<file path="src/soc_bus_pkg.sv">
// Bus format of the subsystem
// Single 32-bit Wishbone classic bus with byte selects
// Control offsets are relative to CtrlBase

package soc_bus_pkg;

  localparam int unsigned BusAddrWidth = 32;
  localparam int unsigned BusDataWidth = 32;
  localparam int unsigned BusSelWidth  = BusDataWidth / 8;

  typedef logic [BusAddrWidth-1:0] bus_addr_t;
  typedef logic [BusDataWidth-1:0] bus_data_t;
  typedef logic [BusSelWidth-1:0]  bus_sel_t;

  // Control register offsets
  localparam bus_addr_t CtrlExitOffs  = 32'h0000_0000;
  localparam bus_addr_t CtrlCntEnOffs = 32'h0000_0004;
  localparam bus_addr_t CtrlEventOffs = 32'h0000_0008;

endpackage : soc_bus_pkg

</file>
<file path="src/wb_to_apb.sv">
// Wishbone slave to APB master bridge for the UART
// One access at a time with a setup phase and an access phase until pready
// Ack or err goes back one cycle after the pready cycle
// Byte selects are ignored because the APB target is word-wide

`timescale 1ns/1ps

module wb_to_apb import soc_bus_pkg::*; (
  input  logic      clk_i,
  input  logic      arst_n_i,
  // Wishbone side
  input  logic      stb_i,
  input  logic      we_i,
  input  bus_addr_t adr_i,
  input  bus_data_t dat_i,
  output bus_data_t dat_o,
  output logic      ack_o,
  output logic      err_o,
  // APB side
  output logic      uart_psel_o,
  output logic      uart_penable_o,
  output logic      uart_pwrite_o,
  output bus_addr_t uart_paddr_o,
  output bus_data_t uart_pwdata_o,
  input  bus_data_t uart_prdata_i,
  input  logic      uart_pready_i,
  input  logic      uart_pslverr_i
);

  typedef enum logic [1:0] {
    StIdle,
    StSetup,
    StAccess
  } state_e;

  state_e    state_q;
  logic      ack_q;
  logic      err_q;
  logic      we_q;
  bus_addr_t adr_q;
  bus_data_t wdata_q;
  bus_data_t rdata_q;

  ////////////////////////////////////////////////////////////
  // APB phase FSM
  ////////////////////////////////////////////////////////////

  always_ff @(posedge clk_i or negedge arst_n_i) begin
    if (!arst_n_i) begin
      state_q <= StIdle;
      ack_q   <= 1'b0;
      err_q   <= 1'b0;
    end else begin
      ack_q <= 1'b0;
      err_q <= 1'b0;
      case (state_q)
        StIdle: begin
          // Master still holds stb while the response is out
          if (stb_i && !ack_q && !err_q) begin
            state_q <= StSetup;
          end
        end
        StSetup: begin
          state_q <= StAccess;
        end
        StAccess: begin
          if (uart_pready_i) begin
            state_q <= StIdle;
            ack_q   <= !uart_pslverr_i;
            err_q   <= uart_pslverr_i;
          end
        end
        default: begin
          state_q <= StIdle;
        end
      endcase
    end
  end

  // Request and read data capture
  always_ff @(posedge clk_i) begin
    if (state_q == StIdle && stb_i) begin
      we_q    <= we_i;
      adr_q   <= adr_i;
      wdata_q <= dat_i;
    end
    if (state_q == StAccess && uart_pready_i) begin
      rdata_q <= uart_prdata_i;
    end
  end

  assign uart_psel_o    = (state_q != StIdle);
  assign uart_penable_o = (state_q == StAccess);
  assign uart_pwrite_o  = we_q;
  assign uart_paddr_o   = adr_q;
  assign uart_pwdata_o  = wdata_q;

  assign dat_o = rdata_q;
  assign ack_o = ack_q;
  assign err_o = err_q;

endmodule : wb_to_apb
</file>
<file path="config.mk">
export PLATFORM = sky130hd
export DESIGN_NAME = wb_to_apb
export DESIGN_NICKNAME = d
export VERILOG_FILES = /design/src/soc_bus_pkg.sv /design/src/wb_to_apb.sv
export SDC_FILE = /design/constraint.sdc
export NUM_CORES = 1
export LEC_CHECK = 0
export BUFFER_PORTS_ARGS = -buffer_cell sky130_fd_sc_hd__buf_2
export CAP_MARGIN = 40
export CORE_MARGIN = 3
export CORE_UTILIZATION = 43
export CTS_BUF_LIST = sky130_fd_sc_hd__clkbuf_2
export DETAILED_ROUTE_END_ITERATION = 16
export PLACE_DENSITY = 0.94
export SKIP_LAST_GASP = 1
export SYNTH_ARGS = -nofsm -noshare
export SYNTH_HDL_FRONTEND = slang
export SYNTH_SLANG_ARGS = --single-unit
</file>
<file path="constraint.sdc">
create_clock -name clk_i -period 4.72 [get_ports clk_i]
set_clock_uncertainty 0.2 [all_clocks]
set_input_delay 0.944 -clock clk_i [delete_from_list [all_inputs] [get_ports clk_i]]
set_output_delay 0.944 -clock clk_i [all_outputs]
set_load 0.005 [all_outputs]
</file>
-- After elaboration in Yosys (flattened, before gate mapping)
Cells that the tools add are included.
- register bits after elaboration: 101
- input port bits: 102
- output and inout bits: 101
- equality and inequality tests: 4
- multiplexer cells: 7
- reduce and logical (&&, ||, !) cells: 10
- operator list (operator ; number):
    2-bit one-hot mux with 3 select lines ; 1
    1-bit logical AND ; 4
    1-bit two-way mux ; 4
    2-bit two-way mux ; 2
    1-bit zero test ; 3
    2-bit by 1-bit == test with 1-bit output (second input constant) ; 1
    2-bit == test (second input constant) ; 1
    2-bit zero test ; 1
    2-bit by 1-bit != test with 1-bit output (second input constant) ; 1
    2-bit != test (second input constant) ; 1
    2-bit AND reduction ; 1
    2-bit nonzero test ; 1

-- Logic depth before layout (Yosys ltp)
- depth after elaboration: 5
- gate-level depth with buffers: 2
- mapped depth without buffers: 2

-- Worst setup path after synthesis
OpenSTA, ideal clock, no wires.
- kind: input port to flip-flop
- start: input stb_i
- end: register state_q[0]
- setup time: 88 ps
- arrival time: 3957 ps
- required time: 4432 ps
- path slack: 474 ps
- cell stages on the path: 2
- buffers on the path: 0
- cell sequence: nor3b_2 -> nor3b_2
- cells in the longest elaborated chain, start to end: 4
- RTL lines (element ; line ; RTL):
    start, declared ; wb_to_apb.sv:12 ; input logic stb_i,
    1-bit logical AND (2 in series) ; wb_to_apb.sv:59 ; if (stb_i && !ack_q && !err_q) begin
    2-bit != test (no source line) ; n/a ;
    2-bit AND reduction (no source line) ; n/a ;
    end signal, assigned ; wb_to_apb.sv:60 ; state_q <= StSetup;
    end signal, assigned ; wb_to_apb.sv:64 ; state_q <= StAccess;
    end signal, assigned ; wb_to_apb.sv:68 ; state_q <= StIdle;
    end, declared ; wb_to_apb.sv:36 ; state_e state_q;
Every way passes these cells.
A chain may end at the register's enable or synchronous reset.

-- Worst setup path in the final report
- start: register state_q[0]
- end: output uart_psel_o
- cells in the longest elaborated chain, start to end: 1
- RTL lines (element ; line ; RTL):
    start signal, assigned ; wb_to_apb.sv:50 ; state_q <= StIdle;
    start signal, assigned ; wb_to_apb.sv:60 ;
    start signal, assigned ; wb_to_apb.sv:64 ;
    2-bit nonzero test ; wb_to_apb.sv:92 ; assign uart_psel_o = (state_q != StIdle);
    end, declared ; wb_to_apb.sv:20 ; output logic uart_psel_o,
Every way passes these cells.

==> flow_metrics.env <==
export IMPL_setup_tns_ns=0
export IMPL_die_y_um=90.8
export IMPL_hold_depth=1
export IMPL_rrSetupSlack_ns=2.70
export IMPL_drv_slew=0
export IMPL_min_delay_start="err_o"
export IMPL_die_area_sq_um=8250
export IMPL_hold_class="reg -> reg"
export IMPL_nNetsFinal=428
export IMPL_boundaryPins=203
export IMPL_rsz0062_at_grt="false"
export IMPL_outcome="complete, no violations"
export IMPL_hold_end="state_q[0]"
export IMPL_drc=0
export IMPL_avgRoutedWirePerCell_um=17.4
export IMPL_port_buffers=202
export IMPL_synth_top_area_cell="edfxtp_1"
export IMPL_wl_um=7430
export IMPL_synth_area_sq_um=3100
export IMPL_viasPerCell=4.46
export IMPL_synth_fp_nets=212
export IMPL_fin_area_sq_um=4370
export IMPL_gr_total_overflow=0
export IMPL_synthDistinctLibCells=10
export IMPL_yosys_mux_area_fraction=0.00323
export IMPL_first_iter_violations=87
export IMPL_r2r_start="state_q[0]"
export IMPL_antenna_found_initial=0
export IMPL_dpl_hpwl_um=5760
export IMPL_top_usage_layer="met2"
export IMPL_cts_sinks=101
export IMPL_grt_max_degree=67
export IMPL_drt_pass1_iter_count=4
export IMPL_reg2reg_to="uart_paddr_o[24]"
export IMPL_pre_cts_slack_ns=2.24
export IMPL_grtUsageMet2=0.301
export IMPL_grt_pass1_vias=2105
export IMPL_rr_worst_depth=2
export IMPL_setup_viol=0
export IMPL_syn_mean_instance_area_sq_um=28.1
export IMPL_rows=30
export IMPL_die_width_um=90.8
export IMPL_cts_clk_slew_worst_paths_ns=0.30
export IMPL_end_kind="output pin"
export IMPL_yosysWarnings=0
export IMPL_antenna_left=0
export IMPL_vias=1908
export IMPL_powerDensity_nw_per_um2=450
export IMPL_htreeDepth=3
export IMPL_synthXorXnorAreaFrac=0
export IMPL_grt_first_pass_wirelength_um=10900
export IMPL_synth_top_area_frac=0.941
export IMPL_maxSlewHeadroom=0.456
export IMPL_synth_simple_area_share=0.0234
export IMPL_cts_resized=0
export IMPL_initial_core_util=0.451
export IMPL_period_share=0.553
export IMPL_critPathArrivalTime_ns=1.46
export IMPL_coreArea_sq_um=6870
export IMPL_worst_slack_ns=2.11
export IMPL_cts_path_max_buffers=2
export IMPL_synth_top_family_by_area="simple AND/OR/NAND/NOR gates"
export IMPL_finalHoldViolCount=0
export IMPL_syn_to_final_growth_pct=41.3
export IMPL_max_freq_mhz=383
export IMPL_synthAdderAreaFrac=0
export IMPL_ys_ff_latch=101
export IMPL_instances_no_fill=428
export IMPL_synth_cells=110
export IMPL_holdWs_ns=0.247
export IMPL_period_minus_slack_ns=2.61
export IMPL_place_congestion=0.740
export IMPL_start_kind="flip-flop"
export IMPL_utilization=0.637
export IMPL_final_layout_size_suffix_gt1_frac=0.674
export IMPL_drv_cap=0
export IMPL_grt_util_met1=0.176
export IMPL_dpl_cell_area_sq_um=4250
export IMPL_cts_hold_buffers=1
export IMPL_crit_type="reg -> out"
export IMPL_synth_area_leaders="edfxtp_1 94%, dfrtp_1 3.2%, nor3b_2 0.81%, nor2b_4 0.44%, mux2i_1 0.32%"
export IMPL_postCtsSetupBuffers=0
export IMPL_power_leakage_nw=1.88
export IMPL_clk_latency_ns=0.53
export IMPL_place_inst=410
export IMPL_critPathMaxFanout=4
export IMPL_ctsRootBufferMaster="clkbuf_2"
export IMPL_synth_compound_area_frac=0
export IMPL_tightest_slew_ns=0.815
export IMPL_ir_drop_mv=0.327
export IMPL_seq_area_frac_synth=0.973
export IMPL_use_met3=0.0858
export IMPL_tritoncts_num_buffers=9
export IMPL_groute_usage_overall=0.178
export IMPL_worstPathRequired_ns=3.58
export IMPL_power_mw=1.97
export IMPL_cts_tree="built"
==> synth_stat cells <==
cell,n
and2_1,1
and3_1,1
and3b_1,1
dfrtp_1,4
edfxtp_1,97
mux2i_1,1
nand2b_1,1
nor2b_4,1
nor3b_2,2
or2_1,1
==> registers in the layout, summed over array words and instances, names as in the netlist <==
register       cells
dat_o             32
ack_o              1
uart_pwrite_o      1
state_q            2
uart_pwdata_o     32
err_o              1
uart_paddr_o      32
==> worst max-delay path by stage <==
stage / startpoint / end / slack (ns) / depth (start not counted)
after floorplan: stb_i / state_q[0] / 0.47 / 2
after global placement: stb_i / uart_paddr_o[23] / 2.31 / 3
after detailed placement: stb_i / uart_paddr_o[23] / 2.24 / 3
after CTS: state_q[0] / uart_psel_o / 2.06 / 2
after global routing: state_q[0] / uart_psel_o / 2.01 / 2
final: state_q[0] / uart_psel_o / 2.11 / 2
==> cells by family after synthesis <==
family	count (synthesis)
flops	101
simple gates	8
mux	1
==> layer usage <==
metal,wire (um),vias to the layer above
li1,-,871
met4,190,0
met5,0,-
met3,824,12
met2,3940,118
met1,2480,907
==> worst max-delay path: stages (launching register included) <==
cell,delay (ns)
dfrtp_1,0.54
or2_1,0.26
buf_2,0.13
==> power by group <==
group / switching [mW] / internal (mW)
clock: 0.304 / 0.0830
sequential: 0.0494 / 1.19
combinational: 0.197 / 0.146
total: 0.551 / 1.42
==> cells in the final DEF, fill, tap and decap left out <==
master,n
buf_2,202
edfxtp_1,97
clkbuf_2,9
dfrtp_1,4
clkinvlp_4,2
inv_6,2
buf_4,2
diode_2,1
or2_1,1
nor2b_4,1
nor3b_4,1
and2_1,1
and3_1,1
and3b_1,1
nor3b_2,1
nand2b_1,1
mux2i_1,1
clkinv_8,1
clkinv_4,1
inv_8,1
dlygate4sd3_1,1
==> area by class of cell <==
cell class | count | area, sq um
flip-flops and latches | 101 | 3010
fillers | 491 | 2490
repair buffers | 205 | 1040
well taps | 96 | 120
multi-input cells | 9 | 88.8
clock inverters | 7 | 68.8
clock buffers | 9 | 45.0
diodes | 1 | 2.50
No activity file was read; power rests on OpenSTA's default activity.
