==> config.mk <==
export PLATFORM = sky130hd
export DESIGN_NAME = soc_xbar
export DESIGN_NICKNAME = d
export VERILOG_FILES = /design/src/soc_bus_pkg.sv /design/src/soc_map_pkg.sv /design/src/soc_xbar.sv
export SDC_FILE = /design/constraint.sdc
export NUM_CORES = 1
export LEC_CHECK = 0
export ABC_AREA = 1
export BUFFER_PORTS_ARGS = -buffer_cell sky130_fd_sc_hd__buf_2
export CORE_AREA = 4 4 105 107
export DETAILED_ROUTE_END_ITERATION = 12
export DIE_AREA = 0 0 109 111
export SYNTH_ARGS = -nofsm -noshare
export SYNTH_HDL_FRONTEND = slang
export SYNTH_SLANG_ARGS = --single-unit
==> constraint.sdc <==
create_clock -name clk_i -period 2.2 [get_ports clk_i]
set_input_delay 0.33 -clock clk_i [delete_from_list [all_inputs] [get_ports clk_i]]
set_output_delay 0.33 -clock clk_i [all_outputs]
set_load 0.05 [all_outputs]
==> src/soc_bus_pkg.sv <==
// Bus format of the subsystem
// Single 32-bit Wishbone classic bus with byte selects
// Control offsets are relative to CtrlBase

package soc_bus_pkg;

  localparam int unsigned BusAddrWidth = 32;
  localparam int unsigned BusDataWidth = 32;
  localparam int unsigned BusSelWidth  = BusDataWidth / 8;

  typedef logic [BusAddrWidth-1:0] bus_addr_t;
  typedef logic [BusDataWidth-1:0] bus_data_t;
  typedef logic [BusSelWidth-1:0]  bus_sel_t;

  // Control register offsets
  localparam bus_addr_t CtrlExitOffs  = 32'h0000_0000;
  localparam bus_addr_t CtrlCntEnOffs = 32'h0000_0004;
  localparam bus_addr_t CtrlEventOffs = 32'h0000_0008;

endpackage : soc_bus_pkg

==> src/soc_map_pkg.sv <==
// Memory map of the peripheral subsystem
// Each region base is aligned to its length and regions do not overlap
// Addresses outside all regions decode to NONE and get a bus error

package soc_map_pkg;

  ////////////////////////////////////////////////////////////
  // Region bases and lengths
  ////////////////////////////////////////////////////////////

  // 1 GiB of L2 word memory aliased modulo its real size
  localparam logic [31:0] DramBase   = 32'h8000_0000;
  localparam logic [31:0] DramLength = 32'h4000_0000;

  localparam logic [31:0] UartBase   = 32'hC000_0000;
  localparam logic [31:0] UartLength = 32'h0000_1000;

  localparam logic [31:0] CtrlBase   = 32'hD000_0000;
  localparam logic [31:0] CtrlLength = 32'h0000_1000;

  ////////////////////////////////////////////////////////////
  // Target indices
  ////////////////////////////////////////////////////////////

  typedef enum logic [1:0] {
    L2MEM = 2'd0,
    UART  = 2'd1,
    CTRL  = 2'd2,
    NONE  = 2'd3
  } soc_target_e;

  // NONE is not a real target
  localparam int unsigned NrTargets = 3;

endpackage : soc_map_pkg

==> src/soc_xbar.sv <==
// Wishbone classic address decoder for one master and three targets
// Request path is combinational and targets see a region-relative address
// Unmapped accesses get err one cycle after the request and zero data
// Only the UART bridge can return an error of its own

`timescale 1ns/1ps

module soc_xbar import soc_map_pkg::*; import soc_bus_pkg::*; (
  input  logic                      clk_i,
  input  logic                      arst_n_i,
  // Master side
  input  logic                      wb_cyc_i,
  input  logic                      wb_stb_i,
  input  logic                      wb_we_i,
  input  bus_addr_t                 wb_adr_i,
  input  bus_data_t                 wb_dat_i,
  input  bus_sel_t                  wb_sel_i,
  output bus_data_t                 wb_dat_o,
  output logic                      wb_ack_o,
  output logic                      wb_err_o,
  // Target side
  output logic [NrTargets-1:0]      tgt_stb_o,
  output logic                      tgt_we_o,
  output bus_addr_t                 tgt_adr_o,
  output bus_data_t                 tgt_dat_o,
  output bus_sel_t                  tgt_sel_o,
  input  logic [NrTargets-1:0]      tgt_ack_i,
  input  logic                      tgt_err_i,
  input  bus_data_t [NrTargets-1:0] tgt_dat_i
);

  soc_target_e tgt_sel;
  bus_addr_t   tgt_base;
  logic        req;
  logic        err_q;

  // Wraps below the base, so one compare covers both bounds
  function automatic logic in_region(bus_addr_t addr, bus_addr_t base, bus_addr_t len);
    return (addr - base) < len;
  endfunction

  assign req = wb_cyc_i && wb_stb_i;

  ////////////////////////////////////////////////////////////
  // Decode
  ////////////////////////////////////////////////////////////

  always_comb begin
    tgt_sel  = NONE;
    tgt_base = '0;
    if (in_region(wb_adr_i, DramBase, DramLength)) begin
      tgt_sel  = L2MEM;
      tgt_base = DramBase;
    end else if (in_region(wb_adr_i, UartBase, UartLength)) begin
      tgt_sel  = UART;
      tgt_base = UartBase;
    end else if (in_region(wb_adr_i, CtrlBase, CtrlLength)) begin
      tgt_sel  = CTRL;
      tgt_base = CtrlBase;
    end
  end

  assign tgt_we_o  = wb_we_i;
  assign tgt_adr_o = wb_adr_i - tgt_base;
  assign tgt_dat_o = wb_dat_i;
  assign tgt_sel_o = wb_sel_i;

  ////////////////////////////////////////////////////////////
  // Steering and response mux
  ////////////////////////////////////////////////////////////

  always_comb begin
    tgt_stb_o = '0;
    wb_ack_o  = 1'b0;
    wb_dat_o  = '0;
    wb_err_o  = err_q;
    case (tgt_sel)
      L2MEM: begin
        tgt_stb_o[L2MEM] = req;
        wb_ack_o         = tgt_ack_i[L2MEM];
        wb_dat_o         = tgt_dat_i[L2MEM];
      end
      UART: begin
        tgt_stb_o[UART] = req;
        wb_ack_o        = tgt_ack_i[UART];
        wb_dat_o        = tgt_dat_i[UART];
        wb_err_o        = err_q || tgt_err_i;
      end
      CTRL: begin
        tgt_stb_o[CTRL] = req;
        wb_ack_o        = tgt_ack_i[CTRL];
        wb_dat_o        = tgt_dat_i[CTRL];
      end
      default: ;
    endcase
  end

  // Error responder with one cycle per request
  always_ff @(posedge clk_i or negedge arst_n_i) begin
    if (!arst_n_i) begin
      err_q <= 1'b0;
    end else begin
      err_q <= req && (tgt_sel == NONE) && !err_q;
    end
  end

endmodule : soc_xbar

After elaboration in Yosys (flattened, before gate mapping). Index checks and enable logic that the tools add are counted.

Logic and storage cells: 29. Register bits after elaboration: 1. Output and inout port bits: 106.

Reductions and logical operators: 6. Add/subtract/negate cells: 4. $lt $le $gt $ge: 3. Equal/unequal tests: 3. Multiplexer cells: 12.

Operator list (count): $mux 32 (3); $pmux 32 s3 (1); $sub 32x32->32 const B (3); $lt 32x13->1 const B (2); $lt 32x31->1 const B (1); $sub 32x32->32 (1); $mux 1 (5); $eq 2x2->1 const B (2); $mux 2 (2); $logic_and 1x1->1 (3); $pmux 1 s3 (1); $eq 2x1->1 const B (1); $logic_not 2->1 (1); $logic_not 1->1 (1); $logic_or 1x1->1 (1).

Longest topological paths before layout.
Word-level depth: 8. Depth in mapped cells: 12.

Least setup slack after synthesis. No wires, ideal clock.

Kind: input -> output. From: in wb_adr_i[22]. To: out wb_err_o. Required time: 1870 ps. Arrival time: 1959 ps. Cell stages on the path: 6. Setup slack: -89 ps. Cells stage by stage: nor2_1 -> nand2_1 -> nor2_4 -> buf_6 -> nand3_1 -> o21ai_0.

Longest elaborated chain between the ends: 7. Elaborated cells between the ends (all ways): 11. Those cells by class: add/sub (3); order compare (3); eq/ne (1); mux (4).

RTL lines: start, declared (line soc_xbar.sv:15) `input bus_addr_t wb_adr_i,`; $sub 32x32->32 (line soc_xbar.sv:39) `return (addr - base) < len;`; $lt 32x13->1 (line soc_xbar.sv:39); $mux 1 (line soc_xbar.sv:57) `end else if (in_region(wb_adr_i, CtrlBase, CtrlLength)) begin`; $mux 2 (line soc_xbar.sv:54) `end else if (in_region(wb_adr_i, UartBase, UartLength)) begin`; $mux 2 * (line soc_xbar.sv:51) `if (in_region(wb_adr_i, DramBase, DramLength)) begin`; $eq 2x1->1 * (line soc_xbar.sv:77) `case (tgt_sel)`; $mux 1 * (line soc_xbar.sv:77); end, declared (line soc_xbar.sv:20) `output logic wb_err_o,`.

Every way passes the cells marked *; elsewhere a longest branch is shown, timed or not.

Final worst setup path.
From: in wb_adr_i[26]. To: out tgt_adr_o[30].

Longest elaborated chain between the ends: 6. Elaborated cells between the ends (all ways): 10. Those cells by class: add/sub (4); order compare (3); mux (3).

RTL lines: $sub 32x32->32 (line soc_xbar.sv:39); $lt 32x13->1 (line soc_xbar.sv:39); $mux 32 (line soc_xbar.sv:57); $mux 32 (line soc_xbar.sv:54); $mux 32 (line soc_xbar.sv:51); $sub 32x32->32 * (line soc_xbar.sv:64) `assign tgt_adr_o = wb_adr_i - tgt_base;`; end, declared (line soc_xbar.sv:24) `output bus_addr_t tgt_adr_o,`.

Marks and branches as above.

==> impl_metrics.env <==
export IMPL_yosys_most_used_dff="dfrtp_1"
export IMPL_async_flop_share=1.00
export IMPL_hp_class="input pin to asynchronous set/reset pin"
export IMPL_worstSetupPathType="input pin to output pin"
export IMPL_drc_errors=0
export IMPL_io_buffer_count=180
export IMPL_placed_area_sq_um=2280
export IMPL_area_growth_pct=35.7
export IMPL_synth_edf_count=0
export IMPL_grt_pass1_wl_mm=9.80
export IMPL_dr_first_iter_drc_count=111
export IMPL_place_worst_setup_slack_ns=0.0181
export IMPL_finClkSkew_ns=0
export IMPL_finalWeightedCongestion=0.803
export IMPL_fmax_mhz=473
export IMPL_vias_per_cell=4.58
export IMPL_wl_per_cell_um=13.2
export IMPL_first_global_vias=2147
export IMPL_grt_max_degree=48
export IMPL_r2r_start="err_q"
export IMPL_synthesis_nets=470
export IMPL_finalSetupViolations=0
export IMPL_drive_above_1_share=0.538
export IMPL_num_rows=37
export IMPL_startpoint="wb_adr_i[26]"
export IMPL_ys_seq_area_frac=0.0144
export IMPL_ys_seq_elements=1
export IMPL_drv_slew=0
export IMPL_end_kind="output pin"
export IMPL_hold_violations=0
export IMPL_reg_top3="err_q x1"
export IMPL_gr_total_overflow=0
export IMPL_timing_max_slew_rel_slack=0.747
export IMPL_hpwlAfterDp_mm=5.76
export IMPL_routed_wl_mm=7.03
export IMPL_maxCapViolations=0
export IMPL_die_w_um=109
export IMPL_power_density_nw_per_um2=190
export IMPL_clk_latency_ns=0
export IMPL_first_pass_iters=4
export IMPL_irDropWorstVdd_uv=141
export IMPL_num_vias=2448
export IMPL_core_area_sq_um=10100
export IMPL_r2r_slack_ns=1.55
export IMPL_leakage_nw=1.26
export IMPL_synth_cell_types=21
export IMPL_finalInstanceArea_sq_um=2360
export IMPL_regMostFlops="err_q"
export IMPL_die_area_sq_um=12100
export IMPL_start_util=0.172
export IMPL_crit_path_start_kind="input pin"
export IMPL_r2r_worst_path_cells=3
export IMPL_min_period_ns=2.12
export IMPL_antenna_found_initial=0
export IMPL_diodes=0
export IMPL_ioPinCount=279
export IMPL_grt_usage=0.0950
export IMPL_die_h_um=111
export IMPL_worstPathRequired_ns=1.87
export IMPL_ant_nets=0
export IMPL_worst_slew_pin_slew_ns=0.379
export IMPL_yosys_warnings=0
export IMPL_syn_area_sq_um=1740
export IMPL_setup_ws_ns=0.0849
export IMPL_ctsHoldBuffers=0
export IMPL_largest_register_ffs=1
export IMPL_outcome="complete, no violations"
export IMPL_worstPathArrival_ns=1.79
export IMPL_fin_crit_sh=0.961
export IMPL_r2r_end="err_q"
export IMPL_cts_reportedPaths_clkPinSlew_ns=0
export IMPL_netlist_instances=294
export IMPL_worstPathMaxFanout=3
export IMPL_avgSynthCellArea_sq_um=5.93
export IMPL_nets=576
[routing by layer]
metal	GRT usage	wire length [um]	vias up
li1	-	-	1176
met1	0.105	2720	1127
met2	0.188	3650	129
met3	0.0157	580	16
met4	0.0135	86	0
met5	0	0	-
[stage by stage]
step	util	cells	power [W]	setup TNS, ns	hold slack [ns]
3_5_place_dp	0.224	532	0.000435	0	0.107
4_1_cts	0.224	532	0.000436	0	0.107
2_1_floorplan	-	294	0.000521	0	0.0344
3_3_place_gp	0.224	532	0.000429	0	0.105
5_1_grt	0.233	534	0.000478	-0.107	0.107
6_report	0.233	534	0.000449	0	0.105
[critical path: stages]
cell,delay (ns)
buf_2,0.13
nor2_4,0.11
nand2_1,0.07
nor2_2,0.11
nand3_2,0.15
nor2_2,0.14
ha_2,0.17
ha_1,0.18
xnor2_2,0.11
buf_2,0.27
[kinds of logic (layout without fill, tap and decap cells)]
logic type	after synthesis	in the layout	share of synthesized area
simple gates	187	187	0.547
buf+inv	100	204	0.406
fa+ha+maj	3	3	0.0215
compound gates	2	2	0.00574
xor+xnor	1	1	0.00503
flops	1	1	0.0144
[worst max-delay path by stage]
stage | to | slack [ns] | depth (start not counted)
5_1_grt | tgt_adr_o[31] | -0.05 | 13
2_1_floorplan | tgt_stb_o[1] | 0.09 | 5
4_1_cts | tgt_adr_o[31] | 0.009 | 11
6_report | tgt_adr_o[30] | 0.08 | 10
3_5_place_dp | tgt_adr_o[31] | 0.02 | 11
3_3_place_gp | tgt_adr_o[31] | 0.06 | 11
[Yosys cell counts, types with 3 or more instances]
| master | count | share of area |
|---|---|---|
| clkbuf_1 | 3 | 0.0065 |
| nor2_2 | 4 | 0.014 |
| buf_6 | 8 | 0.052 |
| nand4_1 | 67 | 0.24 |
| buf_4 | 70 | 0.30 |
| nor2_1 | 22 | 0.047 |
| buf_2 | 7 | 0.020 |
| nand2_1 | 48 | 0.10 |
| nor3_1 | 3 | 0.0086 |
| ha_1 | 3 | 0.022 |
| nand3_1 | 38 | 0.11 |
| inv_1 | 10 | 0.022 |
[final cells by class]
| cell class | instances | area, sq um |
|---|---|---|
| tap | 136 | 170 |
| timing repair buffer | 193 | 1050 |
| inverter | 11 | 41.3 |
| fill | 1167 | 7770 |
| multi-input combinational | 193 | 1080 |
| sequential | 1 | 25.0 |
[where the power goes]
part	total [W]	internal, W	switching [W]
registers	0.0000200	0.0000197	0.000000277
clock network	0	0	0
logic	0.000429	0.000146	0.000283
[timing repair]
item | in CTS | in global routing
resized for setup | 0 | 21
endpoints found under the setup margin | 0 | 3
buffers inserted | 0 | 2
[cell usage in the layout, fill, tap and decap left out, types with 2 or more instances in the layout]
cell type / instances
buf_12: 3
buf_2: 177
nand2_1: 47
nand2_2: 3
buf_6: 2
buf_4: 11
nand4_1: 67
nor2_4: 6
nor3_1: 3
nor2_1: 17
nor2_2: 5
inv_1: 10
nand3_1: 37
(Power assumes the default switching activity.)
