**config.mk**
```make
export PLATFORM = sky130hd
export DESIGN_NAME = ctrl_registers
export DESIGN_NICKNAME = d
export VERILOG_FILES = /design/src/soc_bus_pkg.sv /design/src/ctrl_registers.sv
export SDC_FILE = /design/constraint.sdc
export NUM_CORES = 1
export LEC_CHECK = 0
export BUFFER_PORTS_ARGS = -buffer_cell sky130_fd_sc_hd__buf_2
export CORE_MARGIN = 10
export CORE_UTILIZATION = 48
export DETAILED_ROUTE_END_ITERATION = 10
export MAX_ROUTING_LAYER = met4
export PLACE_DENSITY = 0.82
export SLEW_MARGIN = 40
export SYNTH_ARGS = -nofsm -noshare
export SYNTH_HDL_FRONTEND = slang
export SYNTH_SLANG_ARGS = --single-unit
```
**constraint.sdc**
```tcl
create_clock -name clk_i -period 3 [get_ports clk_i]
set_input_delay 0.6 -clock clk_i [delete_from_list [all_inputs] [get_ports clk_i]]
set_output_delay 0.6 -clock clk_i [all_outputs]
set_load 0.02 [all_outputs]
```
**src/soc_bus_pkg.sv**
```systemverilog
// Bus format of the subsystem
// Single 32-bit Wishbone classic bus with byte selects
// Control offsets are relative to CtrlBase

package soc_bus_pkg;

  localparam int unsigned BusAddrWidth = 32;
  localparam int unsigned BusDataWidth = 32;
  localparam int unsigned BusSelWidth  = BusDataWidth / 8;

  typedef logic [BusAddrWidth-1:0] bus_addr_t;
  typedef logic [BusDataWidth-1:0] bus_data_t;
  typedef logic [BusSelWidth-1:0]  bus_sel_t;

  // Control register offsets
  localparam bus_addr_t CtrlExitOffs  = 32'h0000_0000;
  localparam bus_addr_t CtrlCntEnOffs = 32'h0000_0004;
  localparam bus_addr_t CtrlEventOffs = 32'h0000_0008;

endpackage : soc_bus_pkg

```
**src/ctrl_registers.sv**
```systemverilog
// Exit code, hardware-counter enable and event-trigger registers
// Exit and counter enable take byte-selected writes and read back
// A write to the event offset pulses the trigger in the cycle after ack
// Other offsets read zero and ignore writes

`timescale 1ns/1ps

module ctrl_registers import soc_bus_pkg::*; (
  input  logic      clk_i,
  input  logic      arst_n_i,
  input  logic      stb_i,
  input  logic      we_i,
  input  bus_addr_t adr_i,
  input  bus_data_t dat_i,
  input  bus_sel_t  sel_i,
  output bus_data_t dat_o,
  output logic      ack_o,
  output bus_data_t exit_o,
  output bus_data_t hw_cnt_en_o,
  output logic      event_trigger_o
);

  bus_addr_t offs;
  bus_data_t exit_q;
  bus_data_t cnt_en_q;
  bus_data_t rdata_q;
  logic      ack_q;
  logic      event_q;
  logic      req;

  // Word-aligned offset within the region
  assign offs = {adr_i[BusAddrWidth-1:2], 2'b00};
  assign req  = stb_i && !ack_q;

  always_ff @(posedge clk_i or negedge arst_n_i) begin
    if (!arst_n_i) begin
      ack_q    <= 1'b0;
      event_q  <= 1'b0;
      exit_q   <= '0;
      cnt_en_q <= '0;
    end else begin
      ack_q   <= req;
      // Request fields are still held during the ack cycle
      event_q <= ack_q && stb_i && we_i && (offs == CtrlEventOffs);
      if (req && we_i) begin
        for (int i = 0; i < BusSelWidth; i++) begin
          if (sel_i[i] && offs == CtrlExitOffs) begin
            exit_q[8*i +: 8] <= dat_i[8*i +: 8];
          end
          if (sel_i[i] && offs == CtrlCntEnOffs) begin
            cnt_en_q[8*i +: 8] <= dat_i[8*i +: 8];
          end
        end
      end
    end
  end

  always_ff @(posedge clk_i) begin
    if (req) begin
      case (offs)
        CtrlExitOffs:  rdata_q <= exit_q;
        CtrlCntEnOffs: rdata_q <= cnt_en_q;
        default:       rdata_q <= '0;
      endcase
    end
  end

  assign dat_o           = rdata_q;
  assign ack_o           = ack_q;
  assign exit_o          = exit_q;
  assign hw_cnt_en_o     = cnt_en_q;
  assign event_trigger_o = event_q;

endmodule : ctrl_registers

```
Word-level counts from Yosys, hierarchy flattened
Cells that the tools add are included.
W data, S select, Z words.
{ "classes": {"n_eq_ne": 2, "muxes": 1, "n_reduce_logical": 23} }
{ "op_table": {"columns": ["cell", "count"], "rows": [
  ["$pmux W32 S2", 1],
  ["$logic_not A32 Y1", 1],
  ["$eq A30 B1 Y1 const B", 1],
  ["$eq A30 B2 Y1 const B", 1],
  ["$reduce_and A2 Y1", 8],
  ["$logic_and A1 B1 Y1", 13],
  ["$logic_not A1 Y1", 1]
]} }
{ "totals": {"ff_bits": 98, "out_inout_bits": 98} }

Logic depth before layout (Yosys ltp)
Gate-level depths: netlist of the first run.
{ "depth": {"depth_word": 4, "depth_mapped": 7} }

Worst setup path before layout of the first run
No wires, ideal clock.
{ "synth_timing": {"path_type": "in2reg", "startpoint": "input port stb_i", "endpoint": "register rdata_q[0] (netlist: dat_o[0]) (enable)", "setup_ns": 0.426, "arrival_time_ns": 2.073, "required_ns": 2.574, "setup_slack_ns": 0.502, "path_stages": 1, "path_cell_list": "nor2b_1"} }
{ "synth_via": {"elab_chain_cells": 1} }
{ "synth_lines": {"columns": ["item", "line", "text"], "rows": [
  ["start, declared", "ctrl_registers.sv:11", "input logic stb_i,"],
  ["$logic_and A1 B1 Y1", "ctrl_registers.sv:33", "assign req = stb_i && !ack_q;"],
  ["end signal, assigned", "ctrl_registers.sv:61", "CtrlExitOffs: rdata_q <= exit_q;"],
  ["end signal, assigned", "ctrl_registers.sv:62", "CtrlCntEnOffs: rdata_q <= cnt_en_q;"],
  ["end, declared", "ctrl_registers.sv:26", "bus_data_t rdata_q;"]
]} }
No other way between the ends.
A chain may end at the register's enable or synchronous reset.

Final worst setup path of the first run
{ "layout_timing": {"startpoint": "input port adr_i[29]", "endpoint": "register cnt_en_q[28] (netlist: hw_cnt_en_o[28])"} }
{ "layout_via": {"elab_chain_cells": 3} }
{ "layout_lines": {"columns": ["item", "line", "text"], "rows": [
  ["start, declared", "ctrl_registers.sv:13", "input bus_addr_t adr_i,"],
  ["$eq A30 B1 Y1", "ctrl_registers.sv:50", "if (sel_i[i] && offs == CtrlCntEnOffs) begin"],
  ["$logic_and A1 B1 Y1", "ctrl_registers.sv:50", null],
  ["$reduce_and A2 Y1 (no source line)", null, null],
  ["end signal, assigned by index", "ctrl_registers.sv:51", "cnt_en_q[8*i +: 8] <= dat_i[8*i +: 8];"],
  ["end, declared", "ctrl_registers.sv:25", "bus_data_t cnt_en_q;"]
]} }
No other way between the ends.

==> impl_metrics.env, run 1 <==
export IMPL_slack_of_the_worst_reg_to_reg_path_ns=1.18
export IMPL_worst_reg2reg_startpoint="ack_o$_DFF_PN0_"
export IMPL_postCtsSetupRepairBufs=0
export IMPL_setup_total_negative_slack_ns=0
export IMPL_power_density_nw_per_um2=448.5
export IMPL_worstPathCellList="buf_2 -> nor4_1 -> nand3_2 -> nor4_4 -> buf_4 -> mux2_2"
export IMPL_syn_mean_instance_area_sq_um=15.39
export IMPL_synthMostInstantiatedCell="sky130_fd_sc_hd__dfrtp_1"
export IMPL_clk_pin_slew_ns=0.10
export IMPL_seq_area_frac_synth=0.6405
export IMPL_grt_antenna_before_repair=0
export IMPL_coreArea_sq_um=8258
export IMPL_routedWlPerCell_um=19.72
export IMPL_synthArstFlopShare=0.6735
export IMPL_final_design_area_no_fill_sq_um=5314
export IMPL_fillerInstances=654
export IMPL_hold_viol=0
export IMPL_report_final_setup_viol=0
export IMPL_stdcell_count=559
export IMPL_grt_ovfl_total=0
export IMPL_first_pass_iters=4
export IMPL_via_per_inst=5.190
export IMPL_synth_top_flop_cell="sky130_fd_sc_hd__dfrtp_1"
export IMPL_syn_area_sq_um=4079
export IMPL_drv_cap=0
export IMPL_syn_nets=337
export IMPL_synth_top_cells_by_count="66 x sky130_fd_sc_hd__dfrtp_1, 64 x sky130_fd_sc_hd__mux2_2, 33 x sky130_fd_sc_hd__nor2_1, 32 x sky130_fd_sc_hd__edfxtp_1, 32 x sky130_fd_sc_hd__mux2i_1"
export IMPL_yosys_warnings=0
export IMPL_dp_hpwl_um=8598
export IMPL_cell_count_after_placement=543
export IMPL_post_cts_resized_instances=0
export IMPL_cp_num_cells=6
export IMPL_max_slew_worst_pin_slew_ns=0.5881
export IMPL_grt_start_max_net_pins=30
export IMPL_final_layout_size_suffix_gt1_frac=0.5969
export IMPL_grt_setup_unrepaired="no"
export IMPL_placer_congestion_estimate=0.7942
export IMPL_critical_path_required_ns=3.23
export IMPL_cts_hold_buffers=0
export IMPL_hold_path_class="in2async"
export IMPL_timing_critical_path_max_delay_family="simple AND/OR/NAND/NOR gates"
export IMPL_data_arrival_time_of_the_critical_path_ns=2.51
export IMPL_max_freq_mhz=439.6
export IMPL_num_antenna_cells=0
export IMPL_ys_top_cells_by_area="sky130_fd_sc_hd__dfrtp_1 40%, sky130_fd_sc_hd__edfxtp_1 24%, sky130_fd_sc_hd__mux2_2 18%"
export IMPL_depth_of_the_most_critical_reg_to_reg_path=5
export IMPL_syn_instance_count=265
export IMPL_dieHeight_um=112.2
export IMPL_die_x_um=112.2
export IMPL_static_leakage_power_nw=2.770
export IMPL_tritoncts_num_buffers=9
export IMPL_floorplan_initialDensity=0.4939
export IMPL_period_minus_slack_ns=2.275
export IMPL_initialDrtViolationCount=71
export IMPL_synthDominantAreaCellType="sky130_fd_sc_hd__dfrtp_1"
export IMPL_post_route_period_util=0.7582
export IMPL_routed_via_count=2901
export IMPL_postRouteWirelength_um=11020
export IMPL_vdd_ir_drop_worst_uv=280.0
export IMPL_grt_pass1_vias=3322
export IMPL_critical_path_endpoint_type="register"
export IMPL_rr_endpoint="hw_cnt_en_o[28]$_DFFE_PN0P_"
export IMPL_status="completed"
export IMPL_synth_distinct_cells=20
export IMPL_drcViolationCount=0
export IMPL_floorplan_rows=33
export IMPL_worstPathBufferInverterCount=2
export IMPL_io_pins=170
export IMPL_net_total_in_the_final_layout=521
export IMPL_postSynthRegisterBits=98
export IMPL_antenna_violating_nets_post_route=0
export IMPL_finClkSkew_ns=0.01250
export IMPL_critical_path_max_fanout=8
export IMPL_grt_total_usage=0.1807
export IMPL_clock_net_sink_count=98
export IMPL_placed_cell_area_sq_um=5127
export IMPL_synthToLayoutAreaGrowth_pct=30.28
export IMPL_clock_latency_ns=0.35
export IMPL_synth_top_area_frac=0.4049
export IMPL_slew_headroom=0.6071
export IMPL_cts_root_buf="sky130_fd_sc_hd__clkbuf_8"
export IMPL_cts_tree="yes"
export IMPL_placement_io_buffers=167
export IMPL_cts_max_level=3
export IMPL_number_of_max_slew_violations_in_the_final_report=0
export IMPL_synth_edf_count=32
export IMPL_critical_path_slowest_cell="sky130_fd_sc_hd__nor4_1"
export IMPL_grt_pass1_wl_um=17600
export IMPL_timing_worst_setup_path_type="in2reg"
export IMPL_max_stage_delay_ns=0.53
export IMPL_crit_path_launch_type="input pin"
export IMPL_die_area_sq_um=12590
export IMPL_clock_path_buffers=2
-- state kept, by name (all words and copies together), names as in the netlist --
name and cells:
dat_o 32, ack_o 1, event_trigger_o 1, exit_o 32, hw_cnt_en_o 32
-- metrics by stage --
step / hold slack [ns] / total power (W) / setup WS (ns) / util
final: 0.1460 / 0.002383 / 0.7253 / 0.6435
after global routing: 0.1389 / 0.002485 / 0.6342 / 0.6435
after CTS: 0.1364 / 0.002408 / 0.7057 / 0.6435
after detailed placement: 0.5127 / 0.001603 / 0.3464 / 0.6209
after global placement: 0.5099 / 0.001598 / 0.3899 / 0.6209
after floorplan: 0.3044 / 0.001498 / 0.5016 / -
-- worst max path at each step --
stage              start                     endpoint  slack (ns)
2_1_floorplan      stb_i           dat_o[0]$_DFFE_PP_        0.50
3_3_place_gp   adr_i[29]  hw_cnt_en_o[26]$_DFFE_PN0P_        0.39
3_5_place_dp   adr_i[29]  hw_cnt_en_o[28]$_DFFE_PN0P_        0.35
4_1_cts        adr_i[29]  hw_cnt_en_o[28]$_DFFE_PN0P_        0.71
5_1_grt        adr_i[29]  hw_cnt_en_o[28]$_DFFE_PN0P_        0.63
6_report       adr_i[29]  hw_cnt_en_o[28]$_DFFE_PN0P_        0.73
-- placed cells by master (no fill, tap or decap) --
cell                         count
sky130_fd_sc_hd__mux2_2         64
sky130_fd_sc_hd__clkinv_2        1
sky130_fd_sc_hd__nor4_2          1
sky130_fd_sc_hd__buf_4          15
sky130_fd_sc_hd__nand3_2         1
sky130_fd_sc_hd__and3b_1         1
sky130_fd_sc_hd__mux2i_1        32
sky130_fd_sc_hd__buf_2         167
sky130_fd_sc_hd__clkinv_4        1
sky130_fd_sc_hd__clkbuf_8        9
sky130_fd_sc_hd__nor3_2          4
sky130_fd_sc_hd__edfxtp_1       32
sky130_fd_sc_hd__clkinvlp_4      1
sky130_fd_sc_hd__nand4_1         3
sky130_fd_sc_hd__clkinv_1        1
sky130_fd_sc_hd__or2b_4          1
sky130_fd_sc_hd__dfrtp_1        66
sky130_fd_sc_hd__nor2_1         33
sky130_fd_sc_hd__nor2b_4         1
sky130_fd_sc_hd__nand2_1         4
sky130_fd_sc_hd__nor3_1          1
sky130_fd_sc_hd__nor4_4          4
sky130_fd_sc_hd__bufinv_16       1
sky130_fd_sc_hd__clkbuf_1        2
sky130_fd_sc_hd__nor4_1          6
sky130_fd_sc_hd__or3_1           1
sky130_fd_sc_hd__nor2b_1         1
-- metal layers --
| layer | part of all wire | routed length [um] | track usage | vias up |
|---|---|---|---|---|
| met4 | 0.012 | 128 | 0.05415 | 0 |
| met2 | 0.52 | 5679 | 0.3040 | 111 |
| met5 | 0 | 0 | - | - |
| met1 | 0.38 | 4204 | 0.1879 | 1437 |
| met3 | 0.092 | 1011 | 0.07881 | 11 |
| li1 | - | - | - | 1342 |
-- worst reg2reg max path: stages (launching register included) --
cell and delay [ns]:
sky130_fd_sc_hd__dfrtp_1 0.45, sky130_fd_sc_hd__and3b_1 0.30, sky130_fd_sc_hd__nand2_1 0.13, sky130_fd_sc_hd__nor4_4 0.23, sky130_fd_sc_hd__buf_4 0.22, sky130_fd_sc_hd__mux2_2 0.36
-- power breakdown --
| part | internal (W) | total [W] | switching [W] |
|---|---|---|---|
| Clock | 0.000384 | 0.000812 | 0.000428 |
| Combinational | 0.0000619 | 0.000166 | 0.000104 |
| Sequential | 0.00140 | 0.00141 | 0.00000626 |
-- layout make-up --
cell class | instances | area (sq um) | area share
flip-flops and latches | 98 | 2613 | 0.4916
clock inverters | 5 | 55.05 | 0.01036
multi-input cells | 158 | 1435 | 0.2701
well taps | 105 | 131.4 | 0.02472
repair buffers | 182 | 948.4 | 0.1785
clock buffers | 11 | 131.4 | 0.02472
-- cell families after synthesis --
kind of cell	Yosys count	synth area share
flops	98	0.6405
buf+inv	9	0.009507
simple gates	62	0.09479
mux	96	0.2552
Power figures use the tool's default switching activity.
==> inputs of run 2 (changes only) <==
--- a/config.mk
+++ b/config.mk
@@ -5,12 +5,13 @@
 export SDC_FILE = /design/constraint.sdc
 export NUM_CORES = 1
 export LEC_CHECK = 0
+export ABC_AREA = 1
 export BUFFER_PORTS_ARGS = -buffer_cell sky130_fd_sc_hd__buf_2
 export CORE_MARGIN = 10
-export CORE_UTILIZATION = 48
+export CORE_UTILIZATION = 44
 export DETAILED_ROUTE_END_ITERATION = 10
 export MAX_ROUTING_LAYER = met4
-export PLACE_DENSITY = 0.82
+export PLACE_DENSITY = 0.78
 export SLEW_MARGIN = 40
 export SYNTH_ARGS = -nofsm -noshare
 export SYNTH_HDL_FRONTEND = slang
==> constraint.sdc (replaced) <==
create_clock -name clk_i -period 1.9 [get_ports clk_i]
set_input_delay 0.38 -clock clk_i [delete_from_list [all_inputs] [get_ports clk_i]]
set_output_delay 0.38 -clock clk_i [all_outputs]
set_load 0.02 [all_outputs]
==> run 2 against run 1 <==
  * First-iteration DRC count increased to 5.0 times the previous value
  * Clock skew fell by 0.0031 ns
  * Sequential cell count is the same
  * Critical path type is now reg2reg
  * Critical endpoint is now exit_o[8]$_DFFE_PN0P_
==> impl_metrics.env, run 2 <==
export IMPL_grt_start_max_net_pins=67
export IMPL_syn_mean_instance_area_sq_um=9.019
export IMPL_worstPathBufferInverterCount=0
export IMPL_dp_hpwl_um=8888
export IMPL_routed_via_count=3861
export IMPL_finClkSkew_ns=0.009367
export IMPL_ys_top_cells_by_area="sky130_fd_sc_hd__dfrtp_1 38%, sky130_fd_sc_hd__edfxtp_1 22%, sky130_fd_sc_hd__nand2_1 21%"
export IMPL_syn_nets=553
export IMPL_worst_reg2reg_startpoint="ack_o$_DFF_PN0_"
export IMPL_synth_edf_count=32
export IMPL_synthArstFlopShare=0.6735
export IMPL_mostFrequentLayoutCell="sky130_fd_sc_hd__nand2_1"
export IMPL_vdd_ir_drop_worst_uv=382.0
export IMPL_post_route_period_util=0.7899
export IMPL_clock_path_buffers=2
export IMPL_grt_setup_unrepaired="no"
export IMPL_floorplan_rows=36
export IMPL_clk_pin_slew_ns=0.09
export IMPL_syn_area_sq_um=4338
export IMPL_crit_path_launch_type="register"
export IMPL_report_power_total_w=0.003927
export IMPL_syn_instance_count=481
export IMPL_via_per_inst=4.881
export IMPL_grt_total_usage=0.1740
export IMPL_max_slew_worst_pin_slew_ns=0.4943
export IMPL_grt_antenna_before_repair=0
export IMPL_drv_cap=0
export IMPL_timing_final_ws_setup_ns=0.3992
export IMPL_synthMostInstantiatedCell="sky130_fd_sc_hd__nand2_1"
export IMPL_cell_count_after_placement=775
export IMPL_num_antenna_cells=0
export IMPL_drcViolationCount=0
export IMPL_coreArea_sq_um=9684
export IMPL_tritoncts_num_buffers=9
export IMPL_yosys_warnings=0
export IMPL_grt_pass1_vias=3979
export IMPL_cts_max_level=3
export IMPL_setup_total_negative_slack_ns=0
export IMPL_postRouteWirelength_um=12190
export IMPL_cts_tree="yes"
export IMPL_die_x_um=119.3
export IMPL_max_stage_delay_ns=0.43
export IMPL_synth_distinct_cells=19
export IMPL_cp_startpoint="ack_o$_DFF_PN0_"
export IMPL_power_density_nw_per_um2=707.2
export IMPL_period_minus_slack_ns=1.501
export IMPL_synth_top_area_frac=0.3807
export IMPL_worstPathCellList="nor2_4 -> nand2_4 -> nor2_4 -> nand3_2 -> nand2_1 -> nand2_1"
export IMPL_seq_area_frac_synth=0.6022
export IMPL_synth_top_flop_cell="sky130_fd_sc_hd__dfrtp_1"
export IMPL_report_final_setup_viol=0
export IMPL_fillerInstances=888
export IMPL_synthDominantAreaCellType="sky130_fd_sc_hd__dfrtp_1"
export IMPL_first_pass_iters=5
export IMPL_postCtsSetupRepairBufs=0
export IMPL_synth_top_cells_by_count="238 x sky130_fd_sc_hd__nand2_1, 66 x sky130_fd_sc_hd__dfrtp_1, 66 x sky130_fd_sc_hd__nand3_1, 32 x sky130_fd_sc_hd__edfxtp_1, 21 x sky130_fd_sc_hd__nor2_1"
export IMPL_layout_common_cells="238 x sky130_fd_sc_hd__nand2_1, 167 x sky130_fd_sc_hd__buf_2, 66 x sky130_fd_sc_hd__nand3_1, 66 x sky130_fd_sc_hd__dfrtp_1, 32 x sky130_fd_sc_hd__edfxtp_1"
export IMPL_critical_path_max_fanout=11
export IMPL_grt_ovfl_total=0
export IMPL_clock_net_sink_count=98
export IMPL_cts_root_buf="sky130_fd_sc_hd__clkbuf_8"
export IMPL_final_layout_size_suffix_gt1_frac=0.3237
export IMPL_critical_path_required_ns=2.15
export IMPL_slew_headroom=0.6705
export IMPL_hold_path_class="in2async"
export IMPL_static_leakage_power_nw=3.237
export IMPL_max_freq_mhz=666.3
export IMPL_postSynthRegisterBits=98
export IMPL_place_worst_setup_slack_ns=0.1695
export IMPL_dieHeight_um=119.3
export IMPL_floorplan_initialDensity=0.4479
export IMPL_status="completed"
export IMPL_die_area_sq_um=14230
export IMPL_stdcell_count=791
export IMPL_cts_hold_buffers=0
export IMPL_number_of_max_slew_violations_in_the_final_report=0
export IMPL_synthToLayoutAreaGrowth_pct=28.01
export IMPL_clock_latency_ns=0.36
export IMPL_timing_critical_path_max_delay_family="simple AND/OR/NAND/NOR gates"
export IMPL_timing_worst_setup_path_type="reg2reg"
export IMPL_critical_path_endpoint_type="register"
export IMPL_placement_io_buffers=167
export IMPL_placer_congestion_estimate=0.8177
export IMPL_initialDrtViolationCount=353
export IMPL_data_arrival_time_of_the_critical_path_ns=1.75
export IMPL_hold_viol=0
export IMPL_critical_path_slowest_cell="sky130_fd_sc_hd__dfrtp_1"
export IMPL_net_total_in_the_final_layout=725
export IMPL_routedWlPerCell_um=15.40
export IMPL_io_pins=170
export IMPL_antenna_violating_nets_post_route=0
export IMPL_grt_pass1_wl_um=19950
export IMPL_post_cts_resized_instances=0
==> run 2: changes by cell type after synthesis, sizes merged, moves of 4 or more <==
| cell | change |
|---|---|
| mux2i | -32 |
| mux2 | -64 |
| nor3 | -4 |
| nand3 | +73 |
| buf | +13 |
| clkbuf | -6 |
| nand2 | +237 |
| nor4 | -11 |
| inv | +18 |
==> run 2: cell families after synthesis <==
family	count (synthesis)	synth area share
buffers and inverters	34	0.04297
DFF	98	0.6022
and+or+nand+nor	349	0.3548
==> run 2: through the flow <==
stage / utilization / instance area (sq um) / hold slack (ns)
CTS: 0.5734 / 5553 / 0.03823
detailed placement: 0.5518 / 5344 / 0.4310
global route: 0.5734 / 5553 / 0.04912
finish: 0.5734 / 5553 / 0.02409
floorplan: - / 4348 / 0.08441
global placement: 0.5518 / 5344 / 0.4215
==> run 2: worst register-to-register path: stages, from the launching register on <==
cell and delay [ns]:
sky130_fd_sc_hd__dfrtp_1 0.43, sky130_fd_sc_hd__nor2_4 0.13, sky130_fd_sc_hd__nand2_4 0.12, sky130_fd_sc_hd__nor2_4 0.27, sky130_fd_sc_hd__nand3_2 0.24, sky130_fd_sc_hd__nand2_1 0.13, sky130_fd_sc_hd__nand2_1 0.07
==> run 2: layout make-up <==
class | instances | area [sq um] | share of cell area
clock buffers | 10 | 127.6 | 0.02298
inverters | 18 | 67.56 | 0.01217
well taps | 133 | 166.4 | 0.02997
repair buffers | 177 | 948.4 | 0.1708
multi-input cells | 349 | 1549 | 0.2790
clock inverters | 6 | 81.33 | 0.01465
flip-flops and latches | 98 | 2613 | 0.4705
==> run 2: final timing paths <==
check	depth (start not counted)	endpoint	slack (ns)
worst max-delay path	6	exit_o[8]$_DFFE_PN0P_	0.40
worst min-delay path	2	hw_cnt_en_o[12]$_DFFE_PN0P_	0.02
worst max register to register	6	exit_o[8]$_DFFE_PN0P_	0.40
worst min register to register	2	hw_cnt_en_o[13]$_DFFE_PN0P_	0.50
max in group asynchronous	2	exit_o[24]$_DFFE_PN0P_	1.59
min in group clk_i	3	exit_o[9]$_DFFE_PN0P_	0.26
==> run 2: per-layer routing <==
layer,vias up,global-route usage,share of wire
li1,1883,-,-
met1,1790,0.2106,0.43
met2,173,0.2818,0.49
met3,15,0.04062,0.067
met4,0,0.05732,0.013
met5,-,-,0
==> run 2: power by group <==
part / total, W / switching, W / internal [W]
Combinational: 0.000268 / 0.000175 / 0.0000933
Clock: 0.00144 / 0.000707 / 0.000734
Sequential: 0.00222 / 0.00000898 / 0.00221
Total: 0.00393 / 0.000890 / 0.00304
